==> config.mk <==
export PLATFORM = sky130hd
export DESIGN_NAME = byp_unit
export DESIGN_NICKNAME = d
export VERILOG_FILES = /design/src/source/byp_pkg.sv /design/src/source/byp_unit.sv /design/src/source/fwd_ctrl.sv /design/src/source/stall_ctrl.sv /design/src/source/hazard_detect.sv
export SDC_FILE = /design/constraint.sdc
export NUM_CORES = 1
export LEC_CHECK = 0
export BUFFER_PORTS_ARGS = -buffer_cell sky130_fd_sc_hd__buf_2
export CORE_MARGIN = 2
export CORE_UTILIZATION = 30
export DETAILED_ROUTE_END_ITERATION = 6
export PLACE_DENSITY = 0.77
export SYNTH_ARGS = -nofsm -noshare
export SYNTH_HDL_FRONTEND = slang
export SYNTH_SLANG_ARGS = --single-unit
==> constraint.sdc <==
create_clock -name vclk -period 1.49
set_clock_uncertainty 0.05 [all_clocks]
set_input_delay 0.0745 -clock vclk [all_inputs]
set_output_delay 0.0745 -clock vclk [all_outputs]
set_load 0.01 [all_outputs]
==> src/source/byp_pkg.sv <==
package byp_pkg;

  ////////////////////////////////////////
  // Register file geometry
  ////////////////////////////////////////

  // Number of register file read ports seen by the ID stage
  localparam int unsigned NUM_READ_PORTS = 2;

  // Register index width for a 32 entry register file
  localparam int unsigned REG_ADDR_W = 5;

  // Register index as decoded from the instruction
  typedef logic [REG_ADDR_W-1:0] reg_addr_t;

  // Index zero always reads as zero and is never a real producer
  localparam reg_addr_t REG_ZERO = '0;

  // Port 0 carries rs1, which is also the jump-register base
  localparam int unsigned PORT_A = 0;
  localparam int unsigned PORT_B = 1;

  ////////////////////////////////////////
  // Pipeline stage views
  ////////////////////////////////////////

  // Instruction sitting in ID, straight from the decoder
  typedef struct packed {
    logic                                 instr_valid;
    // Instruction fetch returned a bus error
    logic                                 fetch_err;
    logic      [NUM_READ_PORTS-1:0]       rf_re;
    reg_addr_t [NUM_READ_PORTS-1:0]       rf_raddr;
    logic                                 jalr;
    logic                                 csr_en;
    logic                                 mret;
    logic                                 wfi;
  } id_stage_t;

  // ID/EX pipeline register
  typedef struct packed {
    logic      instr_valid;
    logic      rf_we;
    reg_addr_t rf_waddr;
    logic      lsu_en;
    logic      csr_en;
    logic      mret;
    logic      wfi;
  } ex_stage_t;

  // EX/WB pipeline register, a WFI never lingers here so it has no flag
  typedef struct packed {
    logic      instr_valid;
    logic      rf_we;
    reg_addr_t rf_waddr;
    logic      lsu_en;
    logic      csr_en;
    logic      mret;
  } wb_stage_t;

  ////////////////////////////////////////
  // Bypass selects and results
  ////////////////////////////////////////

  // Operand mux select in ID
  typedef enum logic [1:0] {
    FWD_REGFILE = 2'b00,
    FWD_EX      = 2'b01,
    FWD_WB      = 2'b10
  } fwd_sel_e;

  // Jump-register target mux select, only WB can feed the target path
  typedef enum logic {
    JALR_REGFILE = 1'b0,
    JALR_WB      = 1'b1
  } jalr_sel_e;

  // Address compare results shared by the stall and forward logic
  typedef struct packed {
    logic                      ex_we;
    logic                      wb_we;
    logic [NUM_READ_PORTS-1:0] ex_match;
    logic [NUM_READ_PORTS-1:0] wb_match;
    logic                      ex_jalr_match;
    logic                      wb_jalr_match;
  } hazard_t;

  // Everything the pipeline controller needs from the bypass unit
  typedef struct packed {
    fwd_sel_e  op_a_sel;
    fwd_sel_e  op_b_sel;
    jalr_sel_e jalr_sel;
    logic      load_stall;
    logic      jalr_stall;
    logic      csr_stall;
    logic      wfi_stall;
    logic      deassert_we;
  } byp_ctrl_t;

endpackage
==> src/source/byp_unit.sv <==
module byp_unit (
  input  byp_pkg::id_stage_t id_i,
  input  byp_pkg::ex_stage_t ex_i,
  input  byp_pkg::wb_stage_t wb_i,
  // Low while WB waits for load data
  input  logic               wb_ready_i,
  output byp_pkg::byp_ctrl_t ctrl_o
);

  // Matches shared by the stall and forward blocks
  byp_pkg::hazard_t haz;

  // Stall side
  logic load_stall;
  logic jalr_stall;
  logic csr_stall;
  logic wfi_stall;
  logic deassert_we;

  // Forward side
  byp_pkg::fwd_sel_e  op_a_sel;
  byp_pkg::fwd_sel_e  op_b_sel;
  byp_pkg::jalr_sel_e jalr_sel;

  ////////////////////////////////////////
  // Submodules
  ////////////////////////////////////////

  hazard_detect hazard_detect_i (
    .id_i  (id_i),
    .ex_i  (ex_i),
    .wb_i  (wb_i),
    .haz_o (haz)
  );

  stall_ctrl stall_ctrl_i (
    .id_i          (id_i),
    .ex_i          (ex_i),
    .wb_i          (wb_i),
    .wb_ready_i    (wb_ready_i),
    .haz_i         (haz),
    .load_stall_o  (load_stall),
    .jalr_stall_o  (jalr_stall),
    .csr_stall_o   (csr_stall),
    .wfi_stall_o   (wfi_stall),
    .deassert_we_o (deassert_we)
  );

  fwd_ctrl fwd_ctrl_i (
    .haz_i      (haz),
    .op_a_sel_o (op_a_sel),
    .op_b_sel_o (op_b_sel),
    .jalr_sel_o (jalr_sel)
  );

  // Pack both halves into the controller view
  assign ctrl_o = '{
    op_a_sel:    op_a_sel,
    op_b_sel:    op_b_sel,
    jalr_sel:    jalr_sel,
    load_stall:  load_stall,
    jalr_stall:  jalr_stall,
    csr_stall:   csr_stall,
    wfi_stall:   wfi_stall,
    deassert_we: deassert_we
  };

endmodule

==> src/source/fwd_ctrl.sv <==
module fwd_ctrl (
  input  byp_pkg::hazard_t  haz_i,
  output byp_pkg::fwd_sel_e  op_a_sel_o,
  output byp_pkg::fwd_sel_e  op_b_sel_o,
  output byp_pkg::jalr_sel_e jalr_sel_o
);

  // Qualified matches per port
  logic [byp_pkg::NUM_READ_PORTS-1:0] ex_fwd;
  logic [byp_pkg::NUM_READ_PORTS-1:0] wb_fwd;

  assign ex_fwd = haz_i.ex_match & {byp_pkg::NUM_READ_PORTS{haz_i.ex_we}};
  assign wb_fwd = haz_i.wb_match & {byp_pkg::NUM_READ_PORTS{haz_i.wb_we}};

  ////////////////////////////////////////
  // Operand forwarding
  ////////////////////////////////////////

  // EX holds the younger value, so it overrides WB
  always_comb begin
    op_a_sel_o = byp_pkg::FWD_REGFILE;
    op_b_sel_o = byp_pkg::FWD_REGFILE;

    if (wb_fwd[byp_pkg::PORT_A]) begin
      op_a_sel_o = byp_pkg::FWD_WB;
    end
    if (wb_fwd[byp_pkg::PORT_B]) begin
      op_b_sel_o = byp_pkg::FWD_WB;
    end

    // A load in EX also matches here, but then ID is stalled anyway
    if (ex_fwd[byp_pkg::PORT_A]) begin
      op_a_sel_o = byp_pkg::FWD_EX;
    end
    if (ex_fwd[byp_pkg::PORT_B]) begin
      op_b_sel_o = byp_pkg::FWD_EX;
    end
  end

  ////////////////////////////////////////
  // Jump-register forwarding
  ////////////////////////////////////////

  // Select is a don't care when no jump is in ID or when it stalls
  always_comb begin
    jalr_sel_o = byp_pkg::JALR_REGFILE;
    if (haz_i.wb_we && haz_i.wb_jalr_match) begin
      jalr_sel_o = byp_pkg::JALR_WB;
    end
  end

endmodule

==> src/source/stall_ctrl.sv <==
module stall_ctrl (
  input  byp_pkg::id_stage_t id_i,
  input  byp_pkg::ex_stage_t ex_i,
  input  byp_pkg::wb_stage_t wb_i,
  // Low while WB is still waiting for load data
  input  logic               wb_ready_i,
  input  byp_pkg::hazard_t   haz_i,
  output logic               load_stall_o,
  output logic               jalr_stall_o,
  output logic               csr_stall_o,
  output logic               wfi_stall_o,
  output logic               deassert_we_o
);

  // Loads in EX and WB
  logic ex_load;
  logic wb_load;

  // Instruction classes in ID that need a settled CSR state
  logic jalr_id;
  logic csr_read_id;

  // Some CSR gets written by EX or WB, mret counts as an implicit write
  logic csr_write_ex;
  logic csr_write_wb;
  logic csr_write_ex_wb;

  // A register of ID is produced by EX or WB
  logic ex_rd_hazard;
  logic wb_rd_hazard;

  ////////////////////////////////////////
  // Stage qualifiers
  ////////////////////////////////////////

  assign ex_load = ex_i.instr_valid && ex_i.lsu_en;
  assign wb_load = wb_i.instr_valid && wb_i.lsu_en;

  assign jalr_id = id_i.instr_valid && id_i.jalr;

  // WFI reads the privilege state, so it waits on CSR writes as well
  assign csr_read_id = id_i.instr_valid && (id_i.csr_en || id_i.mret || id_i.wfi);

  assign csr_write_ex    = ex_i.instr_valid && (ex_i.csr_en || ex_i.mret);
  assign csr_write_wb    = wb_i.instr_valid && (wb_i.csr_en || wb_i.mret);
  assign csr_write_ex_wb = csr_write_ex || csr_write_wb;

  // Any matched read port against a qualified writer
  assign ex_rd_hazard = haz_i.ex_we && (|haz_i.ex_match);
  assign wb_rd_hazard = haz_i.wb_we && (|haz_i.wb_match);

  ////////////////////////////////////////
  // Stall generation
  ////////////////////////////////////////

  always_comb begin
    load_stall_o = 1'b0;
    jalr_stall_o = 1'b0;
    csr_stall_o  = 1'b0;

    // Load data is not ready yet in EX, and in WB only once the bus answers
    if ((ex_load && ex_rd_hazard) || (!wb_ready_i && wb_rd_hazard)) begin
      load_stall_o = 1'b1;
    end

    // The target path only takes ALU results from WB
    // EX results and WB load data are too late for it
    if (jalr_id) begin
      if (haz_i.ex_we && haz_i.ex_jalr_match) begin
        jalr_stall_o = 1'b1;
      end
      if (haz_i.wb_we && haz_i.wb_jalr_match && wb_load) begin
        jalr_stall_o = 1'b1;
      end
    end

    // Hold the CSR reader until older CSR writes have retired
    if (csr_read_id && csr_write_ex_wb) begin
      csr_stall_o = 1'b1;
    end
  end

  // Nothing behind a WFI may move into EX while it is there
  assign wfi_stall_o = ex_i.instr_valid && ex_i.wfi;

  // A faulted fetch turns into a bubble that still carries its exception
  assign deassert_we_o = id_i.instr_valid && id_i.fetch_err;

endmodule

==> src/source/hazard_detect.sv <==
module hazard_detect (
  input  byp_pkg::id_stage_t id_i,
  input  byp_pkg::ex_stage_t ex_i,
  input  byp_pkg::wb_stage_t wb_i,
  output byp_pkg::hazard_t   haz_o
);

  // Qualified register writers in EX and WB
  logic ex_we;
  logic wb_we;

  // Per-port compare results, before any write enable is applied
  logic [byp_pkg::NUM_READ_PORTS-1:0] ex_match;
  logic [byp_pkg::NUM_READ_PORTS-1:0] wb_match;

  // rs1 compare used by the jump-register path
  logic ex_jalr_match;
  logic wb_jalr_match;

  // A write only counts when the stage holds a real instruction
  assign ex_we = ex_i.rf_we && ex_i.instr_valid;
  assign wb_we = wb_i.rf_we && wb_i.instr_valid;

  ////////////////////////////////////////
  // Read port matches
  ////////////////////////////////////////

  // Reads of the zero register and disabled ports never see a hazard
  always_comb begin
    for (int unsigned i = 0; i < byp_pkg::NUM_READ_PORTS; i++) begin
      ex_match[i] = id_i.rf_re[i] && (id_i.rf_raddr[i] != byp_pkg::REG_ZERO) &&
                    (id_i.rf_raddr[i] == ex_i.rf_waddr);
      wb_match[i] = id_i.rf_re[i] && (id_i.rf_raddr[i] != byp_pkg::REG_ZERO) &&
                    (id_i.rf_raddr[i] == wb_i.rf_waddr);
    end
  end

  // A jump-register always reads rs1, so the read enable is implied
  assign ex_jalr_match = (id_i.rf_raddr[byp_pkg::PORT_A] != byp_pkg::REG_ZERO) &&
                         (id_i.rf_raddr[byp_pkg::PORT_A] == ex_i.rf_waddr);
  assign wb_jalr_match = (id_i.rf_raddr[byp_pkg::PORT_A] != byp_pkg::REG_ZERO) &&
                         (id_i.rf_raddr[byp_pkg::PORT_A] == wb_i.rf_waddr);

  // Consumers combine the matches with ex_we and wb_we themselves
  assign haz_o = '{
    ex_we:         ex_we,
    wb_we:         wb_we,
    ex_match:      ex_match,
    wb_match:      wb_match,
    ex_jalr_match: ex_jalr_match,
    wb_jalr_match: wb_jalr_match
  };

endmodule

---- After elaboration in Yosys (flattened, before gate mapping) ----
Index checks and enable logic that the tools add are counted.
cells by class
  shift operators ......................... 0
  reduce and logical (&&, ||, !) cells .... 37
  equal/unequal tests ..................... 4
  bitwise logic cells ..................... 2
  add/subtract/negate cells ............... 0
  magnitude comparators ................... 0
  multiplexer cells ....................... 10
  multipliers ............................. 0
  divide/modulo/power cells ............... 0
operators with widths
  operator             number
  $logic_and A1 B1 Y1  26
  $eq A5 B5 Y1         4
  $reduce_bool A5 Y1   2
  $mux W2              4
  $logic_or A1 B1 Y1   6
  $mux W1              6
  $and A2 B2 Y2        2
  $reduce_or A2 Y1     2
  $logic_not A1 Y1     1
word-level totals
  flip-flop bits (word level) ............. 0
  bits in writable memories ............... 0
  output and inout port bits .............. 10
  logic and storage cells ................. 53
  bits in read-only memories .............. 0
  memories kept ........................... 0
  input port bits ......................... 40
  latch bits .............................. 0

---- Logic depth before layout (Yosys ltp) ----
Gate-level depths: netlist of run 1.
  depth in word-level cells ............... 8
  depth in mapped cells ................... 6
  gate-level depth less buffers ........... 5

---- Modules after synthesis ----
A second synthesis of run 1 with hierarchy kept.
unflattened totals
  cell total of the unflattened synthesis .. 70
  area, all modules ....................... 478.0 um^2
modules (own cells, without submodules)
  module         times used  cells each  seq. area each (um^2)  area each (um^2)
  hazard_detect  1           43          0.0                    311.5
  stall_ctrl     1           14          0.0                    77.6
  byp_unit       1           6           0.0                    45.0
  fwd_ctrl       1           7           0.0                    43.8

---- Worst setup path before layout of run 1 ----
Ideal clock, no wire load.
  path type ............................... input to output
  start point ............................. in id_i[5] (netlist name)
  end point ............................... out ctrl_o[4] (netlist name)
  arrival ................................. 1.212 ns
  buffers on the path ..................... 1
  stages on the path ...................... 6
  setup slack ............................. 0.153 ns
  required time ........................... 1.366 ns
  path through ............................ or4_4 -> o21ai_4 -> nor4_2 -> o211ai_2 -> o21ai_1 -> buf_4
on the way
  word-level cells in the longest chain between the ends .. 8
  elaborated cells on any way between the ends .. 14
  classes of those cells .................. 2 x eq/ne; 1 x mux; 11 x reduce/logical
ends and longest elaborated chain
  element                                 line                                      source
  from (decl)                             byp_unit.sv:2                             input byp_pkg::id_stage_t id_i,
  $reduce_bool A5 Y1                      hazard_detect.sv:31, hazard_detect.sv:33
  $logic_and A1 B1 Y1                     hazard_detect.sv:31, hazard_detect.sv:33
  $logic_and A1 B1 Y1 (on tied branches)  hazard_detect.sv:31, hazard_detect.sv:33
  $reduce_or A2 Y1 (on tied branches)     stall_ctrl.sv:49, stall_ctrl.sv:50
  $logic_and A1 B1 Y1 (on tied branches)  stall_ctrl.sv:49, stall_ctrl.sv:50
  $logic_and A1 B1 Y1                     stall_ctrl.sv:62                          if ((ex_load && ex_rd_hazard) || (!wb_ready_i && wb_rd_hazard)) begin
  $logic_or A1 B1 Y1 (*)                  stall_ctrl.sv:62
  $mux W1 (*)                             stall_ctrl.sv:62
  to (decl)                               byp_unit.sv:7                             output byp_pkg::byp_ctrl_t ctrl_o
Every way passes the cells marked *; elsewhere a longest branch is shown, timed or not.

==> out/metrics.yaml, run 1 <==
critical_path:
  path_common_cell: "or4_4"
  cp-end-kind: "output pin"
  crit_path_top_delay_cell: "or4_4"
  worstPathMaxFanout: 3
  critPathRequiredTime_ps: 1370
  crit_type: "in -> out"
  worstPathCellList: "buf_8, or4_4, o21ai_4, or4_4, o41a_1, o21ai_1, buf_2"
  start_kind: "input pin"
  arrival_ps: 1360
  path_buf_inv: 2
  critPathTopFamily: "simple AND/OR/NAND/NOR gates"
  cp_slowest_stage_delay_ps: 540
timing:
  setup_violations: 0
  timing.final.crit_share_pct: 99.5
  finalSetupTns_ps: 0
  holdWs_ps: 350
  slew_headroom_pct: 68.4
  fmax_mhz: 675
  layout_min_cycle_time_ps: 1480
  hold_viol_final: 0
  worst_pin_slew_ps: 470
  rsz0062_at_grt: "true"
  report.final.slew_viol_count: 0
cells_and_area:
  stdcell_count: 125
  clockBufferCount: 0
  numSequentialCells: 0
  num_antenna_cells: 0
  drive_above_1_share_pct: 63.6
  post-route-cell-area_um2: 846
  nets: 152
  area_growth_pct: 94.8
  seq_area_um2: 0
place:
  dp_hpwl_um: 1240
  io_buffers: 50
  placed_area_um2: 673
  placedCellCount: 120
  gp_congestion: 0.759
detailed_routing:
  post_drt_wl_per_cell_um: 13.3
  via_per_inst: 5.33
  vias: 666
  drc: 0
  first_iter_violations: 11
  ant_nets: 0
  first_pass_iters: 4
  postRouteWirelength_um: 1670
die:
  start_util_pct: 32.6
  die_h_um: 42.0
  die-area_mm2: 0.00177
  num_rows: 13
  die_w_um: 42.0
  core_area_mm2: 0.00133
  io_pins: 50
global_route:
  overflow: 0
  grt_util_all_layers_pct: 14.9
  grt_pass1_vias: 590
  grt_max_degree: 6
  antenna_found_initial: 0
  grt_first_pass_wirelength_um: 2240
power:
  power.total_mw: 0.223
  p_per_area_mw_per_mm2: 263
  p_leak_nw: 0.397
  vdd_ir_drop_max_mv: 0.136
logic_synthesis:
  synthAdderAreaFrac_pct: 0
  yosys.area_share.simple_pct: 31.4
  synth_xor_area_share_pct: 40.3
  syn-num-nets: 99
  yosysWarnings: 0
  synth-seq-area-share_pct: 0
  synth_compound_gate_area_share_pct: 17.9
  synth_area_per_cell_um2: 7.36
  syn-instance-count: 59
  synth_top_family_by_area: "XOR/XNOR gates"
  synth.distinct_cells: 21
  muxShareOfSynthArea_pct: 0
  synth_area_um2: 434
job:
  max_cap_violations: 0
status:
  status: "complete, no violations"
cts:
  hold_buffers: 0
min_path:
  hp-class: "in -> out"
[per-stage QoR]
stage	util, %	worst slack [ps]
floorplan	-	153
finish	63.4	7.67
global placement	50.5	21.3
detailed placement	50.5	-2.56
global route	63.4	-48.4
CTS	50.8	11.4
[repair_timing]
item | in CTS | in global routing
setup buffers | 0 | 5
pin swaps | 0 | 14
gates cloned | 0 | 0
gates resized for setup | 1 | 30
endpoints found under the setup margin | 1 | 3
[layout make-up]
| class | count | area (um^2) |
|---|---|---|
| Tap cell | 15 | 18.8 |
| Fill cell | 127 | 488 |
| Multi-Input combinational cell | 53 | 459 |
| Timing Repair Buffer | 57 | 368 |
[cells in the mapped netlist, drive strengths merged]
master / n / area share, %
o41a: 1 / 2.6
a21oi: 2 / 2.3
nor2: 2 / 1.7
xor2: 2 / 4.0
xnor2: 18 / 36
and2: 2 / 2.9
o211ai: 1 / 2.9
nor4: 2 / 4.3
nand4: 3 / 4.3
o31ai: 1 / 1.7
nor3: 4 / 4.6
nand3: 2 / 2.3
nor3b: 1 / 1.7
buf: 6 / 10
o21ai: 5 / 8.4
nand2: 4 / 3.5
or4: 3 / 6.1
[power breakdown]
part	leakage, nW	internal, mW	total (mW)	switching (mW)
logic	0.397	0.126	0.223	0.0972
clock network	0	0	0	0
registers	0	0	0	0
total	0.397	0.126	0.223	0.0972
[cell usage in the layout (no fill, tap or decap), drive strengths merged]
cell type  count
a21oi          2
nor3           4
nor3b          1
o31ai          1
xnor2         18
nand3          2
nand2          4
nor4           2
o21ai          5
nand4          3
o211ai         1
or4            3
and2           2
xor2           2
o41a           1
buf           57
nor2           2
[worst paths after layout]
check                       from         to  slack, ps  cells past startpoint
worst min-delay path  wb_ready_i  ctrl_o[4]        350                      3
worst max-delay path    id_i[13]  ctrl_o[4]          8                      7
[cell families (layout without fill, tap and decap cells)]
logic type             count (synthesis)  after routing
buffers and inverters                  6             57
AO/OA/AOI/OAI                         10             10
XOR/XNOR                              20             20
AND/OR/NAND/NOR                       23             23
[metal layers]
metal	wire (um)	global-route usage, %	vias to the layer above
met4	28	1.88	0
li1	-	-	314
met2	874	29.1	58
met3	212	2.16	8
met1	550	17.4	286
met5	0	0	-
Note: power is estimated with default switching activity, not from simulation.
==> run 2, diff against run 1 <==
--- a/config.mk
+++ b/config.mk
@@ -6,10 +6,13 @@
 export NUM_CORES = 1
 export LEC_CHECK = 0
 export BUFFER_PORTS_ARGS = -buffer_cell sky130_fd_sc_hd__buf_2
+export CELL_PAD_IN_SITES_DETAIL_PLACEMENT = 2
+export CELL_PAD_IN_SITES_GLOBAL_PLACEMENT = 2
+export CORE_ASPECT_RATIO = 1.5
 export CORE_MARGIN = 2
-export CORE_UTILIZATION = 30
+export CORE_UTILIZATION = 16
 export DETAILED_ROUTE_END_ITERATION = 6
-export PLACE_DENSITY = 0.77
+export PLACE_DENSITY = 0.9
 export SYNTH_ARGS = -nofsm -noshare
 export SYNTH_HDL_FRONTEND = slang
 export SYNTH_SLANG_ARGS = --single-unit
==> run 2 against run 1 <==
Compared with the run above: the run now ends with negative setup slack left; non-clock buffer count is the same; count of clock-buffer cells in the layout did not move; wire length increased by 35%; final area up 5.2%; combinational power is essentially flat; via count is 0.30% higher; sequential share of layout area stayed put; fmax shrank 1.4%; total power is 1.5% higher; critical endpoint unchanged; largest cell class unchanged; largest power group unchanged; highest routed layer is now met3.
==> out/metrics.yaml, run 2 (synthesis results as in run 1) <==
power:
  p_comb_share_pct: 100.0  # about the same
  p_leak_nw: 0.394  # -0.82%
  vdd_ir_drop_max_mv: 0.108  # -21%
  clkPwrFrac_pct: 0  # unchanged
  p_per_area_mw_per_mm2: 254  # -3.5%
  netSwitchingPower_mw: 0.103  # +5.5%
  power_frac_seq_pct: 0  # unchanged
  p_int_mw: 0.124  # -1.6%
  p_sw_share_pct: 45.4  # +1.7 points
detailed_routing:
  first_iter_violations: 0  # -11
  ant_nets: 0  # unchanged
  via_per_inst: 4.54  # -15%
  first_pass_iters: 1  # -3
  drc: 0  # unchanged
  postRouteWirelength_um: 2240  # +35%
  post_drt_wl_per_cell_um: 15.3  # +15%
  vias: 668  # +0.30%
critical_path:
  path_common_cell: "or4_4"
  arrival_ps: 1380  # +20 ps
  crit_type: "in -> out"
  crit_path_top_delay_cell: "or4_4"
  worstPathMaxFanout: 3  # unchanged
  cp-end-kind: "output pin"
  cp_slowest_stage_delay_ps: 530  # about the same
  critPathRequiredTime_ps: 1370  # about the same
  start_kind: "input pin"
  worstPathCellList: "buf_8, or4_4, o21ai_4, or4_4, o41a_1, o21ai_1, buf_2"
timing:
  hold_viol_final: 0  # unchanged
  postLayoutSetupSlackWorst_ps: -12.6  # -20.3 ps
  timing.final.crit_share_pct: 101  # +1.4 points
  fmax_mhz: 665  # -1.4%
  setup_violations: 1  # +1
  worst_pin_slew_ps: 358  # -113 ps
  layout_min_cycle_time_ps: 1500  # +20.3 ps
  rsz0062_at_grt: "true"
  slew_headroom_pct: 76.1  # +7.7 points
  holdWs_ps: 379  # +29.4 ps
  report.final.slew_viol_count: 0  # unchanged
place:
  dp_hpwl_um: 1870  # +50%
  pre_cts_ws_ps: -107  # -105 ps
  io_buffers: 50  # unchanged
  gp_congestion: 0.794  # +4.7%
  placedCellCount: 143  # +19%
die:
  die-area_mm2: 0.00315  # +78%
  num_rows: 23  # +10
  die_h_um: 67.8  # +61%
  io_pins: 50  # unchanged
  core_area_mm2: 0.00262  # +96%
  start_util_pct: 16.6  # -16 points
  die_w_um: 46.5  # +11%
cells_and_area:
  layout.cells.most_common: "buf_2"
  multi_input_area_um2: 479  # +4.4%
  final_cell_mix: "buf_2, xnor2_1, buf_6"
  final_core_utilization_pct: 34.0  # -29 points
  fill_cells: 340  # +170%
  seq_area_um2: 0  # unchanged
  drive_above_1_share_pct: 68.2  # +4.5 points
  area_growth_pct: 105
  num_antenna_cells: 0  # unchanged
  stdcell_count: 147  # +18%
  nets: 152  # unchanged
  clockBufferCount: 0  # unchanged
  numSequentialCells: 0  # unchanged
global_route:
  grt_util_all_layers_pct: 14.0  # -0.96 points
  grtUsageMet3_pct: 0.535  # -1.6 points
  overflow: 0  # unchanged
  top_usage_layer: "met2"
  use_met2_pct: 31.4  # +2.4 points
  grt_max_degree: 6  # unchanged
  antenna_found_initial: 0  # unchanged
  grt_pass1_vias: 729  # +24%
  grt_first_pass_wirelength_um: 3240  # +45%
  use_met1_pct: 13.3  # -4.1 points
min_path:
  hp-class: "in -> out"
  worstHoldStart: "wb_ready_i"
  hold_depth: 3  # unchanged
  holdPathEnd: "ctrl_o[4]"
job:
  max_cap_violations: 0  # unchanged
status:
  status: "finished with violations"
  violations: "negative setup slack"
[run 2: how the worst max path moves through the flow]
stage               startpoint   endpoint  slack, ps  cells after the start
finish                id_i[12]  ctrl_o[4]        -10                      7
global route           wb_i[6]  ctrl_o[4]       -110                      7
CTS                   id_i[12]  ctrl_o[4]        -20                      7
detailed placement     id_i[5]  ctrl_o[3]       -110                      8
global placement       id_i[9]  ctrl_o[4]        -20                      7
floorplan              id_i[5]  ctrl_o[4]        150                      6
[run 2: per-layer routing]
layer	share of wire, %	up-vias
met1	32	309
met3	9.1	0
li1	-	314
met4	0	0
met5	0	-
met2	59	45
[run 2: critical path, delay by kind of cell]
kind,cells,cell delay (ps)
AOI/OAI and AO/OA,3,370
buffers and inverters,2,240
and+or+nand+nor,2,680
[run 2: repair_timing]
item / in CTS / in global routing
setup buffers: 3 / 1
pin swaps: 15 / 12
endpoints found under the setup margin: 3 / 5
hold buffers: 0 / 0
resized for setup: 22 / 11
[run 2: layout make-up]
type               count  share of cell area, %
multi-input cells     53                   53.9
repair buffers        57                   40.9
well taps             37                   5.20
[run 2: power by group through the flow]
| stage | Combinational, mW | Sequential [mW] | Clock (mW) |
|---|---|---|---|
| after global placement | 0.168 | 0 | 0 |
| after floorplan | 0.0828 | 0 | 0 |
| after CTS | 0.213 | 0 | 0 |
| after detailed placement | 0.178 | 0 | 0 |
| final | 0.226 | 0 | 0 |
| after global routing | 0.245 | 0 | 0 |
[run 2: stage by stage]
| step | cell area [um^2] | setup TNS [ps] | power [mW] |
|---|---|---|---|
| 2_1_floorplan | 434 | 0 | 0.0828 |
| 4_1_cts | 835 | -20.5 | 0.213 |
| 3_5_place_dp | 708 | -225 | 0.178 |
| 6_report | 890 | -12.6 | 0.226 |
| 5_1_grt | 890 | -150 | 0.245 |
| 3_3_place_gp | 708 | -18.2 | 0.168 |
==> run 3, diff against run 2 <==
==> constraint.sdc (replaced) <==
create_clock -name vclk -period 1.7
set_clock_uncertainty 0.05 [all_clocks]
set_input_delay 0.085 -clock vclk [all_inputs]
set_output_delay 0.085 -clock vclk [all_outputs]
set_load 0.01 [all_outputs]
==> run 3 against run 2 <==
Compared with the run above: the run now ends clean; sequential cell count unchanged; utilization shrank 7.8 points; sequential share of layout area did not move; count of clock-buffer cells in the layout did not move; highest routed layer is now met4; global-route usage is 1.4 points lower; combinational power is 34% lower; critical path type unchanged; setup slack better by 140 ps; via count shrank 4.9%.
==> out/metrics.yaml, run 3 (synthesis results as in run 1) <==
status:
  status: "complete, no violations"
timing:
  report.final.slew_viol_count: 0  # unchanged
  timing.final.crit_share_pct: 92.8
  hold_viol_final: 0  # unchanged
  finalSetupTns_ps: 0  # +12.6 ps
  slew_headroom_pct: 70.1  # -5.9 points
  layout_min_cycle_time_ps: 1580
  postLayoutSetupSlackWorst_ps: 123  # +136 ps
  setup_violations: 0  # -1
  fmax_mhz: 634
  rsz0062_at_grt: "false"
  worst_pin_slew_ps: 444  # +86.6 ps
  holdWs_ps: 380  # +0.183 ps
global_route:
  grt_pass1_vias: 695  # -4.7%
  grt_max_degree: 6  # unchanged
  grt_util_all_layers_pct: 12.5  # -1.4 points
  grt_first_pass_wirelength_um: 2970  # -8.3%
  overflow: 0  # unchanged
  antenna_found_initial: 0  # unchanged
die:
  die_h_um: 67.8  # unchanged
  die_w_um: 46.5  # unchanged
  io_pins: 50  # unchanged
  start_util_pct: 16.6  # unchanged
  core_area_mm2: 0.00262  # unchanged
  die-area_mm2: 0.00315  # unchanged
  num_rows: 23  # unchanged
critical_path:
  critPathTopFamily: "simple AND/OR/NAND/NOR gates"
  crit_type: "in -> out"
  cp-end-kind: "output pin"
  arrival_ps: 1440  # +60 ps
  critPathRequiredTime_ps: 1560  # +190 ps
  path_buf_inv: 2  # unchanged
  cp_slowest_stage_delay_ps: 560  # +30 ps
  worstPathMaxFanout: 3  # unchanged
  worstPathCellList: "buf_2, or4_4, o21ai_4, nor4_2, o211ai_2, o21ai_1, buf_2"
  start_kind: "input pin"
  crit_path_top_delay_cell: "or4_4"
  path_common_cell: "buf_2"
cells_and_area:
  area_growth_pct: 57.9
  numSequentialCells: 0  # unchanged
  clockBufferCount: 0  # unchanged
  fill_cells: 341  # +0.29%
  final_cell_mix: "buf_2, xnor2_1, nand2_1, nor3_1, nand4_1"
  nets: 145  # -4.6%
  drive_above_1_share_pct: 52.4  # -16 points
  multi_input_area_um2: 389  # -19%
  layout.cells.most_common: "buf_2"
  seq_area_um2: 0  # unchanged
  num_antenna_cells: 0  # unchanged
detailed_routing:
  drc: 0  # unchanged
  first_iter_violations: 2  # +2
  vias: 635  # -4.9%
  first_pass_iters: 2  # +1
  postRouteWirelength_um: 2000  # -11%
  via_per_inst: 4.54  # -0.19%
  post_drt_wl_per_cell_um: 14.3  # -6.5%
  ant_nets: 0  # unchanged
power:
  p_per_area_mw_per_mm2: 218  # -14%
  p_leak_nw: 0.303  # -23%
  power.total_mw: 0.150  # -34%
  vdd_ir_drop_max_mv: 0.0788  # -27%
cts:
  postCtsSetupBuffers: 0  # -3
  hold_buffers: 0  # unchanged
  cts_resized: 0  # -100%
place:
  pre_cts_ws_ps: 118  # +226 ps
  io_buffers: 50  # unchanged
  dp_hpwl_um: 1900  # +1.7%
  gp_congestion: 0.773  # -2.7%
min_path:
  hp-class: "in -> out"
job:
  max_cap_violations: 0  # unchanged
run 3: area by class of cell:
| type | instances | share of cell area [%] |
|---|---|---|
| multi-input combinational | 53 | 56.8 |
| timing repair buffer | 50 | 36.5 |
| tap | 37 | 6.75 |
run 3: worst min-delay path, cell delays in order:
cell and delay, ps:
buf_2 80, o21ai_1 50, buf_2 130
run 3: routing by layer:
layer  track usage (%)  part of all wire (%)  up-vias
met5                 0                     0        -
met4              2.86                   2.1        0
met3              1.87                    12        4
met2              25.3                    51       49
met1              12.4                    35      285
li1                  -                     -      297
run 3: path summary, 6_finish.rpt:
kind,start,slack [ps],cells past startpoint,to
setup / recovery,id_i[5],120,7,ctrl_o[4]
hold / removal,wb_ready_i,380,3,ctrl_o[4]
run 3: per-stage QoR:
stage | std cells | util [%] | instance area, um^2
finish | 140 | 26.2 | 686
global route | 140 | 26.2 | 686
CTS | 140 | 26.2 | 686
detailed placement | 140 | 26.2 | 686
global placement | 140 | 26.2 | 686
floorplan | 59 | - | 434
run 3: where the power goes:
part / leakage (nW) / total [mW] / internal [mW] / switching [mW]
Sequential: 0 / 0 / 0 / 0
Combinational: 0.303 / 0.150 / 0.0764 / 0.0731
Clock: 0 / 0 / 0 / 0
Total: 0.303 / 0.150 / 0.0764 / 0.0731
